File: src/sys_cont_pkg.sv
`default_nettype none

package sys_cont_pkg;

  //////////////////////////////////////////////////
  // interrupt lines and handler table
  //////////////////////////////////////////////////

  localparam int num_int   = 4;
  localparam int int_idx_w = 2;

  // entry 0 sits in the low word
  localparam logic [num_int-1:0][31:0] idt_addr = {
    32'h0000_f000,
    32'h0000_c000,
    32'h0000_8000,
    32'h0000_4000
  };

  //////////////////////////////////////////////////
  // pipeline flush vector
  //////////////////////////////////////////////////

  localparam int num_flush           = 7;
  localparam int flush_fetch_bit     = 0;
  localparam int flush_decode_0_bit  = 1;
  localparam int flush_decode_1_bit  = 2;
  localparam int flush_register_bit  = 3;
  localparam int flush_address_bit   = 4;
  localparam int flush_execute_bit   = 5;
  localparam int flush_writeback_bit = 6;

  // iretd pops eip, cs, eflags
  localparam int num_pops = 3;

  typedef enum logic [2:0] {
    st_idle,
    st_flush,
    st_wait_dec,
    st_read,
    st_data
  } int_state_e;

  typedef struct packed {
    logic [15:0] unused;
    logic [15:0] cs;
  } pop_sel_s;

  // one stack word, full value or selector view
  typedef union packed {
    logic [31:0] word;
    pop_sel_s    sel;
  } pop_word_u;

endpackage

`default_nettype wire

File: src/pipe_ctrl_if.sv
`timescale 1ns/10ps
`default_nettype none

interface pipe_ctrl_if (
  input logic clk
);
  import sys_cont_pkg::*;

  logic [num_flush-1:0] flush;
  logic                 fetch_load;
  logic [31:0]          fetch_addr;
  logic                 load_eip;
  logic [31:0]          eip;
  logic                 load_cs;
  logic [15:0]          cs;
  logic                 load_eflags;
  logic [31:0]          eflags;

  // one control source
  modport src (
    output flush, fetch_load, fetch_addr, load_eip, eip,
    output load_cs, cs, load_eflags, eflags
  );

  // merge side, clock only for checking
  modport dst (
    input clk,
    input flush, fetch_load, fetch_addr, load_eip, eip,
    input load_cs, cs, load_eflags, eflags
  );

endinterface

`default_nettype wire

File: src/int_pending.sv
`timescale 1ns/10ps
`default_nettype none

module int_pending (
  input  logic                                clk,
  input  logic                                arst_n,
  input  logic [sys_cont_pkg::num_int-1:0]    int_vec,
  input  logic                                int_clear,
  output logic                                int_any,
  output logic [sys_cont_pkg::int_idx_w-1:0]  int_idx
);
  import sys_cont_pkg::*;

  logic [num_int-1:0]   pend_q;
  logic [num_int-1:0]   pend_d;
  logic [num_int-1:0]   clr_mask;
  logic [int_idx_w-1:0] idx_q;

  // lowest set bit wins
  function automatic logic [int_idx_w-1:0] lowest_idx(input logic [num_int-1:0] v);
    logic [int_idx_w-1:0] idx;
    idx = '0;
    for (int i = num_int - 1; i >= 0; i--) begin
      if (v[i]) begin
        idx = int_idx_w'(i);
      end
    end
    return idx;
  endfunction

  always_comb begin
    clr_mask = '0;
    if (int_clear) begin
      clr_mask[idx_q] = 1'b1;
    end
    // new request beats the clear
    pend_d = (pend_q & ~clr_mask) | int_vec;
  end

  always_ff @(posedge clk or negedge arst_n) begin
    if (!arst_n) begin
      pend_q <= '0;
      idx_q  <= '0;
    end else begin
      pend_q <= pend_d;
      // selection held until the serviced line is retired
      if (!int_any || int_clear) begin
        idx_q <= lowest_idx(pend_d);
      end
    end
  end

  assign int_any = |pend_q;
  assign int_idx = idx_q;

  a_clear_needs_pending: assert property (
    @(posedge clk) disable iff (!arst_n) int_clear |-> int_any
  );

endmodule

`default_nettype wire

File: src/int_fsm.sv
`timescale 1ns/10ps
`default_nettype none

module int_fsm (
  input  logic                                clk,
  input  logic                                arst_n,
  input  logic                                int_any,
  input  logic [sys_cont_pkg::int_idx_w-1:0]  int_idx,
  input  logic                                iretd_halt,
  input  logic                                decode_end_int,
  input  logic                                mem_ready,
  input  logic                                mem_dp_valid,
  input  logic [31:0]                         mem_dp_read_data,
  output logic                                mem_valid,
  output logic [31:0]                         mem_address,
  output logic                                mem_dp_ready,
  output logic                                decode_start_int,
  output logic                                int_clear,
  output logic                                int_busy,
  pipe_ctrl_if.src                            ctrl
);
  import sys_cont_pkg::*;

  int_state_e           state_q;
  int_state_e           state_d;
  logic [int_idx_w-1:0] idx_q;
  logic                 take_int;
  logic                 redirect;

  // iretd in progress keeps us in idle
  assign take_int = (state_q == st_idle) && int_any && !iretd_halt;

  always_comb begin
    state_d = state_q;
    case (state_q)
      st_idle: begin
        if (take_int) begin
          state_d = st_flush;
        end
      end
      st_flush: begin
        state_d = st_wait_dec;
      end
      st_wait_dec: begin
        if (decode_end_int) begin
          state_d = st_read;
        end
      end
      st_read: begin
        if (mem_ready) begin
          state_d = st_data;
        end
      end
      st_data: begin
        if (mem_dp_valid) begin
          state_d = st_idle;
        end
      end
      default: begin
        state_d = st_idle;
      end
    endcase
  end

  always_ff @(posedge clk or negedge arst_n) begin
    if (!arst_n) begin
      state_q <= st_idle;
    end else begin
      state_q <= state_d;
    end
  end

  // table index frozen for the whole service
  always_ff @(posedge clk) begin
    if (take_int) begin
      idx_q <= int_idx;
    end
  end

  //////////////////////////////////////////////////
  // memory, decode and pipeline control
  //////////////////////////////////////////////////

  assign mem_valid        = (state_q == st_read);
  assign mem_address      = mem_valid ? idt_addr[idx_q] : 32'h0;
  assign mem_dp_ready     = (state_q == st_data);
  assign decode_start_int = (state_q == st_flush);

  // handler word arrives, redirect in the same cycle
  assign redirect  = mem_dp_ready && mem_dp_valid;
  assign int_clear = redirect;

  // also busy in the cycle we commit, so iretd cannot start alongside
  assign int_busy = (state_q != st_idle) || take_int;

  assign ctrl.flush       = (state_q == st_flush) ? '1 : '0;
  assign ctrl.fetch_load  = redirect;
  assign ctrl.fetch_addr  = redirect ? mem_dp_read_data : 32'h0;
  assign ctrl.load_cs     = redirect;
  assign ctrl.cs          = 16'h0;
  assign ctrl.load_eip    = 1'b0;
  assign ctrl.eip         = 32'h0;
  assign ctrl.load_eflags = 1'b0;
  assign ctrl.eflags      = 32'h0;

  a_addr_stable: assert property (
    @(posedge clk) disable iff (!arst_n)
    mem_valid && !mem_ready |=> $stable(mem_address)
  );

  a_start_pulse: assert property (
    @(posedge clk) disable iff (!arst_n)
    decode_start_int |=> !decode_start_int
  );

endmodule

`default_nettype wire

File: src/pop_counter.sv
`timescale 1ns/10ps
`default_nettype none

module pop_counter (
  input  logic       clk,
  input  logic       arst_n,
  input  logic       start,
  input  logic       pop,
  output logic       active,
  output logic [1:0] pop_idx,
  output logic       last
);
  import sys_cont_pkg::*;

  logic [1:0] cnt_q;

  // zero is idle, 1..num_pops name the next word
  assign active  = (cnt_q != 2'd0);
  assign pop_idx = cnt_q;
  assign last    = active && pop && (cnt_q == 2'(num_pops));

  always_ff @(posedge clk or negedge arst_n) begin
    if (!arst_n) begin
      cnt_q <= 2'd0;
    end else if (!active && start) begin
      cnt_q <= 2'd1;
    end else if (active && pop) begin
      cnt_q <= last ? 2'd0 : cnt_q + 2'd1;
    end
  end

  a_pop_when_active: assert property (
    @(posedge clk) disable iff (!arst_n) pop |-> active
  );

endmodule

`default_nettype wire

File: src/iretd_seq.sv
`timescale 1ns/10ps
`default_nettype none

module iretd_seq (
  input  logic        clk,
  input  logic        arst_n,
  input  logic        iretd,
  input  logic        int_busy,
  input  logic        iretd_pop_valid,
  input  logic [31:0] iretd_pop_data,
  output logic        iretd_halt,
  pipe_ctrl_if.src    ctrl
);
  import sys_cont_pkg::*;

  pop_word_u   pop_word;
  logic        active;
  logic [1:0]  pop_idx;
  logic        last;
  logic        pop_eip;
  logic        pop_cs;
  logic [31:0] eip_q;

  pop_counter u_pop_cnt (
    .clk     (clk),
    .arst_n  (arst_n),
    .start   (iretd && !int_busy),
    .pop     (iretd_pop_valid),
    .active  (active),
    .pop_idx (pop_idx),
    .last    (last)
  );

  assign pop_word = iretd_pop_data;

  // word order on the stack: eip, cs, eflags
  assign pop_eip = active && iretd_pop_valid && (pop_idx == 2'd1);
  assign pop_cs  = active && iretd_pop_valid && (pop_idx == 2'd2);

  always_ff @(posedge clk) begin
    if (pop_eip) begin
      eip_q <= pop_word.word;
    end
  end

  assign iretd_halt = active;

  always_comb begin
    ctrl.flush = '0;
    // fetch stays quiet while the frame is popped
    ctrl.flush[flush_fetch_bit] = iretd_halt;
  end

  assign ctrl.load_eip    = pop_eip;
  assign ctrl.eip         = pop_eip ? pop_word.word : 32'h0;
  assign ctrl.load_cs     = pop_cs;
  assign ctrl.cs          = pop_cs ? pop_word.sel.cs : 16'h0;
  assign ctrl.load_eflags = last;
  assign ctrl.eflags      = last ? pop_word.word : 32'h0;
  assign ctrl.fetch_load  = last;
  assign ctrl.fetch_addr  = last ? eip_q : 32'h0;

endmodule

`default_nettype wire

File: src/ctrl_merge.sv
`timescale 1ns/10ps
`default_nettype none

module ctrl_merge (
  pipe_ctrl_if.dst    int_ctrl,
  pipe_ctrl_if.dst    ret_ctrl,
  output logic        flush_fetch,
  output logic        flush_decode_0,
  output logic        flush_decode_1,
  output logic        flush_register,
  output logic        flush_address,
  output logic        flush_execute,
  output logic        flush_writeback,
  output logic        fetch_load,
  output logic [31:0] fetch_load_address,
  output logic        reg_load_eip,
  output logic [31:0] reg_eip,
  output logic        reg_load_cs,
  output logic [15:0] reg_cs,
  output logic        reg_load_eflags,
  output logic [31:0] reg_eflags
);
  import sys_cont_pkg::*;

  logic [num_flush-1:0] flush_all;
  logic [3:0]           int_loads;
  logic [3:0]           ret_loads;

  assign flush_all = int_ctrl.flush | ret_ctrl.flush;

  assign flush_fetch     = flush_all[flush_fetch_bit];
  assign flush_decode_0  = flush_all[flush_decode_0_bit];
  assign flush_decode_1  = flush_all[flush_decode_1_bit];
  assign flush_register  = flush_all[flush_register_bit];
  assign flush_address   = flush_all[flush_address_bit];
  assign flush_execute   = flush_all[flush_execute_bit];
  assign flush_writeback = flush_all[flush_writeback_bit];

  // data follows whichever source strobes
  assign fetch_load         = int_ctrl.fetch_load | ret_ctrl.fetch_load;
  assign fetch_load_address = int_ctrl.fetch_load ? int_ctrl.fetch_addr : ret_ctrl.fetch_addr;
  assign reg_load_eip       = int_ctrl.load_eip | ret_ctrl.load_eip;
  assign reg_eip            = int_ctrl.load_eip ? int_ctrl.eip : ret_ctrl.eip;
  assign reg_load_cs        = int_ctrl.load_cs | ret_ctrl.load_cs;
  assign reg_cs             = int_ctrl.load_cs ? int_ctrl.cs : ret_ctrl.cs;
  assign reg_load_eflags    = int_ctrl.load_eflags | ret_ctrl.load_eflags;
  assign reg_eflags         = int_ctrl.load_eflags ? int_ctrl.eflags : ret_ctrl.eflags;

  assign int_loads = {int_ctrl.fetch_load, int_ctrl.load_eip,
                      int_ctrl.load_cs, int_ctrl.load_eflags};
  assign ret_loads = {ret_ctrl.fetch_load, ret_ctrl.load_eip,
                      ret_ctrl.load_cs, ret_ctrl.load_eflags};

  a_no_double_load: assert property (
    @(posedge int_ctrl.clk) (int_loads & ret_loads) == 4'b0
  );

endmodule

`default_nettype wire

File: src/sys_cont_top.sv
`timescale 1ns/10ps
`default_nettype none

module sys_cont_top (
  input  logic                              clk,
  input  logic                              arst_n,
  input  logic [sys_cont_pkg::num_int-1:0]  int_vec,
  output logic                              mem_valid,
  input  logic                              mem_ready,
  output logic [31:0]                       mem_address,
  input  logic                              mem_dp_valid,
  output logic                              mem_dp_ready,
  input  logic [31:0]                       mem_dp_read_data,
  output logic                              flush_fetch,
  output logic                              flush_decode_0,
  output logic                              flush_decode_1,
  output logic                              flush_register,
  output logic                              flush_address,
  output logic                              flush_execute,
  output logic                              flush_writeback,
  output logic                              fetch_load,
  output logic [31:0]                       fetch_load_address,
  output logic                              decode_start_int,
  input  logic                              decode_end_int,
  output logic                              reg_load_cs,
  output logic [15:0]                       reg_cs,
  input  logic                              iretd,
  output logic                              iretd_halt,
  input  logic                              iretd_pop_valid,
  input  logic [31:0]                       iretd_pop_data,
  output logic                              reg_load_eflags,
  output logic [31:0]                       reg_eflags,
  output logic                              reg_load_eip,
  output logic [31:0]                       reg_eip
);
  import sys_cont_pkg::*;

  logic                 int_any;
  logic [int_idx_w-1:0] int_idx;
  logic                 int_clear;
  logic                 int_busy;

  pipe_ctrl_if int_ctrl (.clk(clk));
  pipe_ctrl_if ret_ctrl (.clk(clk));

  //////////////////////////////////////////////////
  // interrupt entry
  //////////////////////////////////////////////////

  int_pending u_int_pending (
    .clk       (clk),
    .arst_n    (arst_n),
    .int_vec   (int_vec),
    .int_clear (int_clear),
    .int_any   (int_any),
    .int_idx   (int_idx)
  );

  int_fsm u_int_fsm (
    .clk              (clk),
    .arst_n           (arst_n),
    .int_any          (int_any),
    .int_idx          (int_idx),
    .iretd_halt       (iretd_halt),
    .decode_end_int   (decode_end_int),
    .mem_ready        (mem_ready),
    .mem_dp_valid     (mem_dp_valid),
    .mem_dp_read_data (mem_dp_read_data),
    .mem_valid        (mem_valid),
    .mem_address      (mem_address),
    .mem_dp_ready     (mem_dp_ready),
    .decode_start_int (decode_start_int),
    .int_clear        (int_clear),
    .int_busy         (int_busy),
    .ctrl             (int_ctrl)
  );

  //////////////////////////////////////////////////
  // interrupt return and merge
  //////////////////////////////////////////////////

  iretd_seq u_iretd_seq (
    .clk             (clk),
    .arst_n          (arst_n),
    .iretd           (iretd),
    .int_busy        (int_busy),
    .iretd_pop_valid (iretd_pop_valid),
    .iretd_pop_data  (iretd_pop_data),
    .iretd_halt      (iretd_halt),
    .ctrl            (ret_ctrl)
  );

  ctrl_merge u_ctrl_merge (
    .int_ctrl           (int_ctrl),
    .ret_ctrl           (ret_ctrl),
    .flush_fetch        (flush_fetch),
    .flush_decode_0     (flush_decode_0),
    .flush_decode_1     (flush_decode_1),
    .flush_register     (flush_register),
    .flush_address      (flush_address),
    .flush_execute      (flush_execute),
    .flush_writeback    (flush_writeback),
    .fetch_load         (fetch_load),
    .fetch_load_address (fetch_load_address),
    .reg_load_eip       (reg_load_eip),
    .reg_eip            (reg_eip),
    .reg_load_cs        (reg_load_cs),
    .reg_cs             (reg_cs),
    .reg_load_eflags    (reg_load_eflags),
    .reg_eflags         (reg_eflags)
  );

endmodule

`default_nettype wire

File: config.mk
export PLATFORM = sky130hd
export DESIGN_NAME = sys_cont_top
export DESIGN_NICKNAME = d
export VERILOG_FILES = /design/src/sys_cont_pkg.sv /design/src/pipe_ctrl_if.sv /design/src/int_pending.sv /design/src/int_fsm.sv /design/src/pop_counter.sv /design/src/iretd_seq.sv /design/src/ctrl_merge.sv /design/src/sys_cont_top.sv
export SDC_FILE = /design/constraint.sdc
export NUM_CORES = 1
export LEC_CHECK = 0
export CAP_MARGIN = 20
export CORE_MARGIN = 8
export CORE_UTILIZATION = 32
export CTS_BUF_LIST = sky130_fd_sc_hd__clkbuf_2 sky130_fd_sc_hd__clkbuf_4 sky130_fd_sc_hd__clkbuf_8
export CTS_CLUSTER_SIZE = 24
export DETAILED_ROUTE_END_ITERATION = 8
export DONT_BUFFER_PORTS = 1
export SKIP_CTS_REPAIR_TIMING = 1
export SLEW_MARGIN = 20
export SYNTH_ARGS = -nofsm -noshare
export SYNTH_HDL_FRONTEND = slang
export SYNTH_SLANG_ARGS = --single-unit
File: constraint.sdc
create_clock -name clk -period 2.85 [get_ports clk]
set_input_delay 0.4275 -clock clk [delete_from_list [all_inputs] [get_ports clk]]
set_output_delay 0.4275 -clock clk [all_outputs]
set_load 0.02 [all_outputs]
After elaboration in Yosys (flattened, before gate mapping)
Index checks and enable logic that the tools add are counted.
- output and inout port bits: 159
- word-level logic and storage cells: 73
- flip-flop bits (word level): 45
- input bits: 75
- magnitude comparators: 3
- mux-type cells: 25
- equality and inequality tests: 11
- add/sub/neg operators: 1
- bitwise logic cells: 6
- reductions and logical operators: 21
- operator list (cell ; count):
    32-bit 2-to-1 mux ; 6
    32-bit binary-select mux with 2-bit select ; 1
    16-bit 2-to-1 mux ; 2
    3-bit one-hot mux with 5 select lines ; 1
    2-bit 2-to-1 mux ; 7
    3-bit 2-to-1 mux ; 4
    1-bit logical AND ; 10
    7-bit 2-to-1 mux ; 1
    7-bit by 1-bit bitwise OR with 7-bit output ; 1
    3-bit by 2-bit == test with 1-bit output (second input constant) ; 2
    2-bit by 3-bit < comparator with 1-bit output (second input constant) ; 2
    2-bit inequality test (second input constant) ; 3
    4-bit bitwise AND ; 1
    2-bit == test (second input constant) ; 2
    4-bit 2-to-1 mux ; 1
    4-bit NOT ; 1
    4-bit bitwise OR ; 1
    4-bit AND reduction ; 1
    2-bit nonzero test ; 2
    4-bit OR reduction ; 1
    3-bit by 1-bit == test with 1-bit output (second input constant) ; 1
    3-bit == test (second input constant) ; 1
    1-bit zero test ; 3
    3-bit zero test ; 1
    other kinds (9) ; 11

Logic depth before layout (Yosys ltp)
Gate-level depths: netlist (run 1).
- depth in word-level cells: 12
- depth in mapped cells: 7
- depth with buffers taken out: 6

Hierarchy
A second synthesis (run 1) with hierarchy kept.
- cell total of the unflattened synthesis: 528
- area total of the unflattened synthesis: 5602.9 um2
- by module, submodules not included (module ; cells each ; area an instance (um2) ; seq. area each (um2) ; times used):
    ctrl_merge ; 137 ; 1930.6 ; 0.0 ; 1
    iretd_seq ; 167 ; 1848.0 ; 960.9 ; 1
    int_fsm ; 186 ; 1406.3 ; 135.1 ; 1
    int_pending ; 25 ; 279.0 ; 150.1 ; 1
    pop_counter ; 13 ; 138.9 ; 50.0 ; 1

Least setup slack after synthesis (run 1)
No wires, ideal clock.
- path kind: reg-to-output
- start point: register u_iretd_seq.u_pop_cnt.cnt_q[0] (netlist: u_iretd_seq.u_pop_cnt.pop_idx[0])
- end point: output reg_load_eip
- required time: 2423 ps
- cell stages (with the launch flop): 6
- arrival time: 2155 ps
- path buffers: 1
- slack: 267 ps
- cells stage by stage: dfrtp_1 -> inv_1 -> ha_1 -> nor2b_1 -> clkbuf_1 -> and2_1
- word-level cells in the longest chain between the ends: 3
- elaborated cells on any way between the ends: 4
- those cells by class: eq/ne (1); reduce/logical (3)
- RTL lines (item ; RTL line ; source):
    from (decl) ; pop_counter.sv:15 ; logic [1:0] cnt_q;
    from (signal assigned) ; pop_counter.sv:28 ; cnt_q <= last ? 2'd0 : cnt_q + 2'd1;
    2-bit nonzero test ; pop_counter.sv:18 ; assign active = (cnt_q != 2'd0);
    1-bit logical AND ; iretd_seq.sv:37 ; assign pop_eip = active && iretd_pop_valid && (pop_idx == 2'd1);
    1-bit logical AND (*) ; iretd_seq.sv:37 ;
    to (decl) ; sys_cont_top.sv:33 ; output logic reg_load_eip,
Every way passes the cells marked *; elsewhere a longest branch is shown, timed or not.

Final worst setup path (run 1)
- start point: register u_iretd_seq.u_pop_cnt.cnt_q[0] (netlist: u_iretd_seq.u_pop_cnt.pop_idx[0])
- end point: output reg_cs[9]
- word-level cells in the longest chain between the ends: 5
- elaborated cells on any way between the ends: 6
- those cells by class: eq/ne (1); mux (2); reduce/logical (3)
- RTL lines (item ; RTL line ; source):
    2-bit nonzero test ; pop_counter.sv:18 ;
    1-bit logical AND ; iretd_seq.sv:38 ; assign pop_cs = active && iretd_pop_valid && (pop_idx == 2'd2);
    1-bit logical AND (*) ; iretd_seq.sv:38 ;
    16-bit 2-to-1 mux (*) ; iretd_seq.sv:57 ; assign ctrl.cs = pop_cs ? pop_word.sel.cs : 16'h0;
    16-bit 2-to-1 mux (*) ; ctrl_merge.sv:45 ; assign reg_cs = int_ctrl.load_cs ? int_ctrl.cs : ret_ctrl.cs;
    to (decl) ; sys_cont_top.sv:26 ; output logic [15:0] reg_cs,
Marks and branches as above.

==> results, run 1 <==
- In this run, distinct cell masters in the synthesized netlist total 42.
- Detailed placement finished with a half-perimeter wire length of just over 7000 microns.
- Counting the buffers created by CTS gives 5.
- The post-route worst setup slack is 205 ps.
- The DRC violations left is 0.
- The portion of synthesized area spent on multiplexers is less than 1%.
- The detailed router's first-iteration violation count is approximately 130.
- The floorplan step defined a die boundary enclosing 12500 sq um.
- The routed design has 9100 microns of wire.
- The final antenna diode count is 0.
- Once the floorplan was initialized, standard cells occupied 32.3% of the core.
- In the synthesized netlist the async set-or-reset flop fraction comes to between 20% and 30%.
- The portion of synthesized cell area occupied by the leading cell type is 34.9%.
- The via count of the first global-routing pass is 2208.
- The first detailed-routing pass took 4 iterations.
- The required time at the worst-slack endpoint is roughly 2400 ps.
- The period utilization is approximately 93%.
- The core outline area is around 9100 sq um.
- The max-slew violation total from the final report is 0.
- The maximum clock insertion buffer count is 2.
- The main combinational cell family by area after synthesis is simple AND/OR/NAND/NOR gates.
- The post-synthesis xor/xnor area fraction is 0%.
- The signed area change from the synthesized netlist to the final layout is 2.82%.
- The analysis attributes to cell leakage a power of 1.38 nW.
- The post-synth design cell area is around 2900 sq um.
- The endpoint class of the critical path is a primary output.
- The highest net fanout along the worst path is 26.
- The slew of the pin with the lowest slew margin is between 600 and 700 ps.
- The number of clock sinks is 45.
- The source-to-sink clock delay at the later pin of the worst-skew pair is approximately 300 ps.
- After clock tree synthesis, the clock-pin slew on the worst setup and hold paths is approximately 90 ps.
- Summed over all instances, the cell type with the most area after synthesis is sky130_fd_sc_hd__edfxtp_1.
- Data arrives at the worst endpoint at approximately 2200 ps.
- The number of endpoints with negative hold slack in the final report is 0.
- The number of warnings reported in the yosys synthesis log is 0.
- In this run the horizontal extent of the chip is approximately 110 microns.
- Measured against its own limit, the worst slew margin works out to 55.4%.
- The remaining antenna violation count after routing is 0.
- After routing, the total negative slack on setup checks comes to 0 ps.
- The worst-case clock skew is ~9.6 ps.
- The path type of the worst min-delay path is primary input to flip-flop.
- The post-synthesis compound-gate area fraction is between 10% and 20%.
- In the routed layout, each cell is associated on average with a via count of 5.54.
- After synthesis, the cell types taking the most area are sky130_fd_sc_hd__edfxtp_1 (35%), sky130_fd_sc_hd__and3_1 (11%), sky130_fd_sc_hd__a22o_1 (10%).
- Setup violations remaining at the end of the flow were counted as 0.
- TritonCTS built the clock tree.
- The worst-case IR drop observed on VDD is ~0.3 mV.
- Among all flip-flop cells after synthesis, the most frequent one is sky130_fd_sc_hd__edfxtp_1.
- Ranked by instance count, the synthesized netlist is headed by sky130_fd_sc_hd__and3_1 (52), sky130_fd_sc_hd__buf_4 (39), sky130_fd_sc_hd__a22o_1 (34), sky130_fd_sc_hd__edfxtp_1 (34), sky130_fd_sc_hd__and2_1 (19).
- The kind of launch point of the worst setup path is a flip-flop.
- After Yosys synthesis, full adders, half adders and majority gates account for around 1.7% of the synthesized area.
- Setup repair after global routing left no endpoint under its margin.
- Subtracting the final worst setup slack from the clock period gives 2650 ps.
- Cells fill about a third of the core in the end.
- Entering global routing, the biggest net connects 45 pins.
- In this run, synthesis produced a sequential element count of 45.
- The routability-driven placement congestion ratio is between 0.7 and 0.8.
- The final layout contains ~350 nets.
- The die is roughly 110 microns tall.
- In the final layout, flip-flops and latches occupy around 1300 sq um.
- The tool flagged a number of max-cap violations equal to 0.
- The critical setup path kind is flip-flop to primary output.
- The area of the multi-input gates is 1350 sq um.
- The final-layout fill cell count is 938.
- The layout cell share with drive strength beyond 1 is ~17%.
- For this run the aggregate overflow at the end of global routing stands at 0.
- Dividing the detail-routed wire length by the instance count gives about 24 microns.
- The CTS H-tree depth is 2.
- The run finished with clean final reports.
- The synthesized instance count is 279.
- The number of antenna violations at the first check in global routing is 0.
- The detailed-route via count is between 2000 and 2500.
- The area fraction in and, or, nand and nor cells after synthesis is between 20% and 30%.
- The achievable frequency is 378 MHz.
- The synthesized area per cell is about 10 sq um.
- The first global-routing pass estimated approximately 14000 microns of wire.
- The power density over the cells is around 840 nW/um^2.
- For this run, the total global-route usage over all layers was measured as a little over an eighth.
- For this run, the register share of the synthesized area comes to between 40% and 50%.
- The most common cell in the netlist is sky130_fd_sc_hd__and3_1.
- The worst setup slack after placement is approximately 530 ps.
- The synthesized design contains 34 enable-type register cells.
- The number of primary I/O pins is about 230.
- Row generation in the floorplan step produced 35 rows.
- The tightest hold path in the finished design has a slack of around 220 ps.
- The root buffer cell chosen for the clock tree is sky130_fd_sc_hd__clkbuf_8.
- Buffers placed on the I/O ports in this run total 0.
cells in the final DEF (no fill, tap or decap), drive strengths merged, types with 3 or more instances in the layout:
| master | n |
|---|---|
| inv | 8 |
| a21oi | 3 |
| nand2 | 7 |
| nor2 | 7 |
| dfrtp | 11 |
| nor2b | 3 |
| clkbuf | 5 |
| a22o | 34 |
| edfxtp | 34 |
| ha | 4 |
| buf | 12 |
| and3 | 66 |
| conb | 28 |
| and2 | 19 |
metrics by stage:
step           instance area (sq um)  power, mW  cells
2_1_floorplan                   3030       1.98    306
3_3_place_gp                    2910       2.14    372
3_5_place_dp                    2910       2.16    372
4_1_cts                         3000       2.56    380
5_1_grt                         3010       2.67    381
6_report                        3010       2.54    381
worst paths after layout:
check / from / to / slack [ps] / cells past startpoint
worst min-delay path: iretd_pop_data[3] / u_iretd_seq.eip_q[3] / 220 / 0
worst min register to register: u_int_pending.pend_q[0] / u_int_pending.pend_q[0] / 560 / 1
max in group asynchronous: arst_n / u_int_fsm.state_q[2] / 1960 / 1
min in group asynchronous: arst_n / u_int_pending.pend_q[2] / 530 / 1
worst max register to register: u_iretd_seq.u_pop_cnt.pop_idx[0] / u_iretd_seq.eip_q[23] / 650 / 6
worst max-delay path: u_iretd_seq.u_pop_cnt.pop_idx[0] / reg_cs[9] / 200 / 7
registers in the layout, indices dropped and copies added, names as in the netlist:
register	count
u_iretd_seq.u_pop_cnt.pop_idx	2
u_int_fsm.idx_q	2
u_iretd_seq.eip_q	32
u_int_fsm.state_q	3
u_int_pending.int_idx	2
u_int_pending.pend_q	4
layout make-up:
class	instances	area share, %
sequential	45	43.1
tap	111	4.62
inverter	7	0.873
timing repair buffer	13	3.87
multi-input combinational	197	44.7
clock inverter	3	0.541
clock buffer	5	2.29
layer usage:
| layer | GRT usage, % | vias up | part of all wire (%) |
|---|---|---|---|
| li1 | - | 933 | - |
| met3 | 6.49 | 6 | 11 |
| met2 | 24.2 | 140 | 51 |
| met5 | 0 | - | 0 |
| met4 | 3.83 | 0 | 1.0 |
| met1 | 14.1 | 1033 | 37 |
cell families after synthesis:
kind of cell    Yosys count
compound gates           48
fa+ha+maj                 4
buf+inv                  64
flops                    45
mux                       1
other cells               1
simple gates            116
power by group:
part,total (mW),switching [mW],internal [mW]
clock,0.398,0.227,0.170
sequential,0.919,0.0857,0.833
combinational,1.22,0.906,0.315
total,2.54,1.22,1.32
critical path: stages (launching register included):
cell,delay [ps]
sky130_fd_sc_hd__dfrtp_1,410
sky130_fd_sc_hd__inv_1,90
sky130_fd_sc_hd__ha_1,250
sky130_fd_sc_hd__nor2b_4,130
sky130_fd_sc_hd__buf_4,250
sky130_fd_sc_hd__nand2_1,150
sky130_fd_sc_hd__nor2_4,310
sky130_fd_sc_hd__and2_1,320
No activity file was read; power rests on OpenSTA's default activity.
==> run 2: changes to the inputs <==
CELL_PAD_IN_SITES_DETAIL_PLACEMENT = 0   (was default)
CELL_PAD_IN_SITES_GLOBAL_PLACEMENT = 1   (was default)
CTS_CLUSTER_DIAMETER = 100   (was default)
PLACE_DENSITY_LB_ADDON = 0.1   (was default)
==> results, run 2 (same netlist as run 1, synthesis figures left out) <==
- The max-capacitance violation count was 0 (unchanged).
- The pin count of the biggest net entering global routing came to 47 (+4.4%).
- The initial core utilization is 32.3% (unchanged).
- The required time at the worst-slack endpoint came to 2420 ps (about the same).
- The end point of the critical path is reg_cs[11].
- The source-to-sink clock delay at the later pin of the worst-skew pair is 290 ps (about the same).
- The number of port buffers is 0 (unchanged).
- The layout cell share with drive strength beyond 1 is 16.7% (-0.31 points).
- The die width is 112 microns (unchanged).
- The remaining global-route overflow came to 0 (unchanged).
- The kind of launch point of the worst setup path is a flip-flop.
- The die boundary height is 112 microns (unchanged).
- The worst-case vdd ir drop was 0.334 mV (+11%).
- The data arrival time of the critical path came to 2250 ps (+30 ps).
- The clock-pin slew on the worst setup and hold paths is 90 ps (about the same).
- The worst register-to-register path ends at u_iretd_seq.eip_q[21].
- The internal power consumption is 1.43 mW (+8.1%).
- The floorplan die area is 12500 sq um (unchanged).
- The worst setup slack after placement was 397 ps (-128 ps).
- The number of clock sinks is 45 (unchanged).
- The run finished with clean final reports.
- The overall fraction of global-route tracks in use came to 13.8% (+0.13 points).
- The maximum clock insertion buffer count is 2 (unchanged).
- The setup slack of the most critical reg-to-reg path is 590 ps (-60 ps).
- The worst-case clock skew came to 6.10 ps (-3.47 ps).
- The utilization after layout is 33.4% (+0.25 points).
- The post-DP HPWL came to 7280 microns (+1.2%).
- The detailed-route via count is 2105 (-0.33%).
- The core outline area came to 9060 sq um (unchanged).
- The detailed router's first-iteration violation count came to 90 (-29%).
- The highest net fanout along the worst path is 46 (+77%).
- The final antenna diode count was 0 (unchanged).
- The critical setup path kind is flip-flop to primary output.
- STA classifies the critical path endpoint as a primary output.
- The via count of the first global-routing pass is 2216 (+0.36%).
- The first element of the critical path is u_iretd_seq.u_pop_cnt.pop_idx[0].
- The CTS H-tree depth is 2 (unchanged).
- The number of buffers created by CTS is 5 (unchanged).
- The share of power burned in the clock network is 18.5% (+2.8 points).
- The length of the first detailed-routing pass in iterations came to 4 (unchanged).
- The path type of the worst min-delay path is primary input to flip-flop.
- The launch point of the worst reg-to-reg path is u_iretd_seq.u_pop_cnt.pop_idx[0].
- Leaving out fill and tap cells, the most frequent cell in the layout is sky130_fd_sc_hd__and3_1.
- The switching power share of the total was 46.0% (-2.0 points).
- The DRC violations left is 0 (unchanged).
- The detail-routed net length per standard cell is 24.3 microns (+1.8%).
- Setup repair after global routing left no endpoint under its margin.
- The proportion of power drawn by combinational gates came to 46.7% (-1.4 points).
- The overall power consumption is 2.64 mW (+4.1%).
- The placement row count is 35 (unchanged).
- The tree is rooted in a sky130_fd_sc_hd__clkbuf_8.
- In the layout the commonest cells are sky130_fd_sc_hd__and3_1 (52), sky130_fd_sc_hd__a22o_1 (34), sky130_fd_sc_hd__edfxtp_1 (34), sky130_fd_sc_hd__conb_1 (28), sky130_fd_sc_hd__and2_1 (18).
- The leakage dissipation is 1.39 nW (+0.42%).
- The smallest hold slack is 221 ps (+4.10 ps).
- The number of flip-flops in the largest register is 32 (unchanged).
- The achievable frequency is 374 MHz (-1.1%).
- The relative slew slack is 57.0% (+1.6 points).
- The post-detailed-route via-to-cell ratio is 5.54 (about the same).
- The routability-driven placement congestion ratio is 0.723 (-8.0%).
- The wire length of the first global-routing pass is 13600 microns (+0.25%).
- The slew of the pin with the lowest slew margin is 640 ps (-23.9 ps).
- The signed area change from the synthesized netlist to the final layout is 3.59%.
- The period utilization is 93.8% (+1.0 points).
- The max-slew violation total from the final report came to 0 (unchanged).
- The aggregate negative setup slack is 0 ps (unchanged).
- The portion of total power attributed to sequential cells is 34.8% (-1.4 points).
- The remaining antenna violation count after routing was 0 (unchanged).
- The depth of the worst register-to-register path is 6 (unchanged).
- The number of antenna violations at the first check in global routing is 0 (unchanged).
- TritonCTS built the clock tree.
- The power density over the cells is 871 nW/um^2 (+3.4%).
- The final count of negative-setup-slack endpoints is 0 (unchanged).
- The number of endpoints with negative hold slack in the final report was 0 (unchanged).
- The net switching power is 1.22 mW (-0.19%).
- The sum of routed wire length over all layers was 9240 microns (+1.5%).
- The number of primary I/O pins is 234 (unchanged).
- The register with the most flip-flops in the final layout is u_iretd_seq.eip_q.
- The post-route worst setup slack is 176 ps (-28.9 ps).
- In the final layout, the registers with the most flip-flops are u_iretd_seq.eip_q: 32 flops, u_int_pending.pend_q: 4 flops, u_int_fsm.state_q: 3 flops.
- The post-route minimum period is 2670 ps (+28.9 ps).
- The number of nets in the finished design is 347 (-0.29%).
[run 2: cell type report]
type / count / area (sq um)
Timing Repair Buffer: 12 / 113
Fill cell: 940 / 6030
Sequential cell: 45 / 1300
Tap cell: 111 / 139
Clock inverter: 2 / 35.0
Inverter: 7 / 26.3
Clock buffer: 6 / 76.3
Multi-Input combinational cell: 197 / 1350
[run 2: worst min-delay path by stage]
stage | from | to | slack, ps | depth (start not counted)
5_1_grt | iretd_pop_data[26] | u_iretd_seq.eip_q[26] | 200 | 0
3_3_place_gp | arst_n | u_int_pending.int_idx[1] | 130 | 0
6_report | iretd_pop_data[26] | u_iretd_seq.eip_q[26] | 220 | 0
2_1_floorplan | arst_n | u_int_fsm.state_q[0] | 130 | 0
3_5_place_dp | arst_n | u_int_pending.int_idx[1] | 130 | 0
4_1_cts | arst_n | u_int_fsm.state_q[2] | -200 | 0
[run 2: critical path, stage by stage, from the launching register on]
cell and delay (ps):
sky130_fd_sc_hd__dfrtp_1 400, sky130_fd_sc_hd__inv_1 90, sky130_fd_sc_hd__ha_1 260, sky130_fd_sc_hd__nor2b_4 150
sky130_fd_sc_hd__buf_6 270, sky130_fd_sc_hd__nand2_1 150, sky130_fd_sc_hd__nor2_4 300, sky130_fd_sc_hd__and2_1 310
[run 2: per-layer routing]
metal  global-route usage (%)  wire [microns]  vias up  part of all wire (%)
met1                     13.3            3330     1032                    36
met2                     24.9            4740      136                    51
li1                         -               -      930                     -
met4                     4.01             110        0                   1.2
met3                     7.20            1060        7                    11
met5                        0               0        -                     0
[run 2: per-stage QoR]
step	std cells	instance area [sq um]
CTS	379	3020
global placement	371	2910
floorplan	306	3030
global route	380	3030
detailed placement	371	2910
finish	380	3030
[run 2: power groups by stage]
stage	registers (mW)	logic, mW	clock network (mW)
3_3_place_gp	0.929	1.24	0
3_5_place_dp	0.933	1.25	0
4_1_cts	0.919	1.25	0.511
5_1_grt	0.934	1.33	0.537
6_report	0.918	1.23	0.489
2_1_floorplan	0.900	1.08	0
==> run 3: changes to the inputs <==
REMOVE_ABC_BUFFERS = 1   (was default)
==> results, run 3 (same netlist as run 1, synthesis figures left out) <==
- The detailed router's first-iteration violation count was 84 (-6.7%).
- The core outline area came to 9060 sq um (unchanged).
- The clock tree from TritonCTS is done.
- Leaving out fill and tap cells, the most frequent cells in the layout are sky130_fd_sc_hd__and3_1 (52), sky130_fd_sc_hd__a22o_1 (34), sky130_fd_sc_hd__edfxtp_1 (34), sky130_fd_sc_hd__conb_1 (28), sky130_fd_sc_hd__and2_1 (18).
- The post-route worst setup slack is 174 ps (-1.98 ps).
- The pin count of the biggest net entering global routing was 37 (-21%).
- The floorplan die area is 12500 sq um (unchanged).
- The initial core utilization is 32.3% (unchanged).
- The root buffer cell chosen for the clock tree is sky130_fd_sc_hd__clkbuf_8.
- The aggregate negative setup slack was 0 ps (unchanged).
- The length of the first detailed-routing pass in iterations came to 4 (unchanged).
- The overall fraction of global-route tracks in use is 14.2% (+0.43 points).
- The routed length on met2 was 4740 microns (about the same).
- The launch point of the worst reg-to-reg path is u_iretd_seq.u_pop_cnt.pop_idx[0].
- The worst-case clock skew is 4.37 ps (-1.73 ps).
- More flip-flops sit in one register than any other, and that register is u_iretd_seq.eip_q.
- The critical setup path kind is flip-flop to primary output.
- The routability-driven placement congestion ratio came to 0.707 (-2.1%).
- The total placed cells including tap cells came to 371 (unchanged).
- The DRC violations left is 0 (unchanged).
- The number of nets in the finished design is 347 (unchanged).
- The via count of the first global-routing pass is 2337 (+5.5%).
- The power density over the cells is 854 nW/um^2 (-1.9%).
- The number of standard cells in the layout, taps in and fillers out came to 380 (unchanged).
- The leakage dissipation is 1.38 nW (-0.85%).
- STA classifies the critical path endpoint as a primary output.
- The wire length of the first global-routing pass is 14000 microns (+2.5%).
- The number of port buffers is 0 (unchanged).
- The CTS H-tree depth is 2 (unchanged).
- The sum of routed wire length over all layers was 9400 microns (+1.8%).
- The highest metal layer used by the detailed router is met4.
- The max-capacitance violation count was 0 (unchanged).
- From synthesis to final layout, the design area changed by 2.78%.
- The data arrival time of the critical path is 2250 ps (about the same).
- The worst-case vdd ir drop is 0.252 mV (-24%).
- The number of endpoints with negative hold slack in the final report came to 0 (unchanged).
- The max-slew violation total from the final report was 0 (unchanged).
- The maximum clock insertion buffer count is 2 (unchanged).
- The post-route minimum period is 2680 ps (+1.98 ps).
- The die boundary height is 112 microns (unchanged).
- The required time at the worst-slack endpoint is 2420 ps (about the same).
- The utilization after layout came to 33.2% (-0.26 points).
- The achievable frequency is 374 MHz (about the same).
- The post-DP HPWL is 7240 microns (-0.57%).
- The final count of negative-setup-slack endpoints is 0 (unchanged).
- The layout cell share with drive strength beyond 1 is 16.4% (-0.37 points).
- The remaining antenna violation count after routing is 0 (unchanged).
- The number of flip-flops in the largest register is 32 (unchanged).
- The placement row count is 35 (unchanged).
- The final antenna diode count was 0 (unchanged).
- The relative slew slack was 56.9% (-0.11 points).
- Setup repair after global routing left no endpoint under its margin.
- The highest net fanout along the worst path is 36 (-22%).
- In the final layout, the registers with the most flip-flops are u_iretd_seq.eip_q: 32 flops, u_int_pending.pend_q: 4 flops, u_int_fsm.state_q: 3 flops.
- The slew of the pin with the lowest slew margin is 642 ps (+1.67 ps).
- The worst setup slack after placement is 455 ps (+57.2 ps).
- The length of routed wiring on met1 is 3490 microns (+4.7%).
- The detailed-route via count is 2133 (+1.3%).
- The number of antenna violations at the first check in global routing was 0 (unchanged).
- The post-detailed-route via-to-cell ratio is 5.61 (+1.3%).
- The clock-pin slew on the worst setup and hold paths was 90 ps (about the same).
- The length of routed met3 wiring is 1030 microns (-2.8%).
- The die width is 112 microns (unchanged).
- Tracing the worst setup path back leads to its startpoint at u_iretd_seq.u_pop_cnt.pop_idx[0].
- The period utilization is 93.9% (about the same).
- The detail-routed net length per standard cell is 24.7 microns (+1.8%).
- The kind of launch point of the worst setup path is a flip-flop.
- The flow ran to the end, and the final reports show no timing, DRC or antenna violations.
- The number of clock sinks was 45 (unchanged).
- The number of primary I/O pins is 234 (unchanged).
- The number of buffers created by CTS is 5 (unchanged).
- The source-to-sink clock delay at the later pin of the worst-skew pair was 290 ps (about the same).
- The commonest non-fill, non-tap cell in the layout is sky130_fd_sc_hd__and3_1.
- The startpoint identified for the worst hold timing path is iretd_pop_data[14].
- The remaining global-route overflow is 0 (unchanged).
- The path type of the worst min-delay path is primary input to flip-flop.
==> run 3: changes by cell type in the layout (fill, tap and decap cells not counted) <==
cell | before | now
sky130_fd_sc_hd__buf_6 | 2 | 0
sky130_fd_sc_hd__buf_4 | 8 | 9
sky130_fd_sc_hd__buf_8 | 0 | 1
sky130_fd_sc_hd__bufinv_16 | 1 | 0
sky130_fd_sc_hd__clkbuf_4 | 1 | 2
sky130_fd_sc_hd__clkinv_1 | 0 | 1
sky130_fd_sc_hd__clkinv_2 | 1 | 0
==> run 3: worst max-delay path, cell delays in order (launching register included) <==
cell and delay, ps:
sky130_fd_sc_hd__dfrtp_1 400, sky130_fd_sc_hd__inv_1 90, sky130_fd_sc_hd__ha_1 250, sky130_fd_sc_hd__nor2b_4 140, sky130_fd_sc_hd__buf_4 300, sky130_fd_sc_hd__nand2_1 160
sky130_fd_sc_hd__nor2_4 300, sky130_fd_sc_hd__and2_1 310
==> run 3: report_power, final <==
part	total [mW]	switching, mW	internal [mW]	leakage, nW
clock	0.412	0.221	0.191	0.0467
sequential	0.917	0.0845	0.833	0.433
combinational	1.24	0.917	0.324	0.897
==> run 3: layer usage <==
layer  global-route usage [%]  up-vias
met3                     6.82       11
li1                         -      931
met5                        0        -
met2                     25.4      159
met4                     4.38        0
met1                     14.2     1032
==> run 3: path summary, 6_finish.rpt <==
kind | end | slack (ps) | cells after the start
worst max register to register | u_iretd_seq.eip_q[30] | 600 | 6
worst min-delay path | u_iretd_seq.eip_q[14] | 220 | 0
min in group asynchronous | u_int_fsm.state_q[1] | 560 | 1
worst min register to register | u_int_pending.pend_q[0] | 550 | 1
worst max-delay path | reg_cs[2] | 170 | 7
max in group asynchronous | u_int_pending.pend_q[0] | 1910 | 1
==> run 3: area by class of cell <==
class / instances / area, sq um
sequential: 45 / 1300
inverter: 7 / 26.3
timing repair buffer: 12 / 113
fill: 927 / 6060
multi-input combinational: 197 / 1350
clock buffer: 7 / 83.8
clock inverter: 1 / 3.75
tap: 111 / 139
==> run 3: stage by stage <==
step / instance area [sq um] / power (mW) / hold WS (ps)
floorplan: 2660 / 1.84 / 132
global placement: 2910 / 2.19 / 132
detailed placement: 2910 / 2.18 / 132
CTS: 3000 / 2.60 / -197
global route: 3010 / 2.71 / 198
finish: 3010 / 2.57 / 220
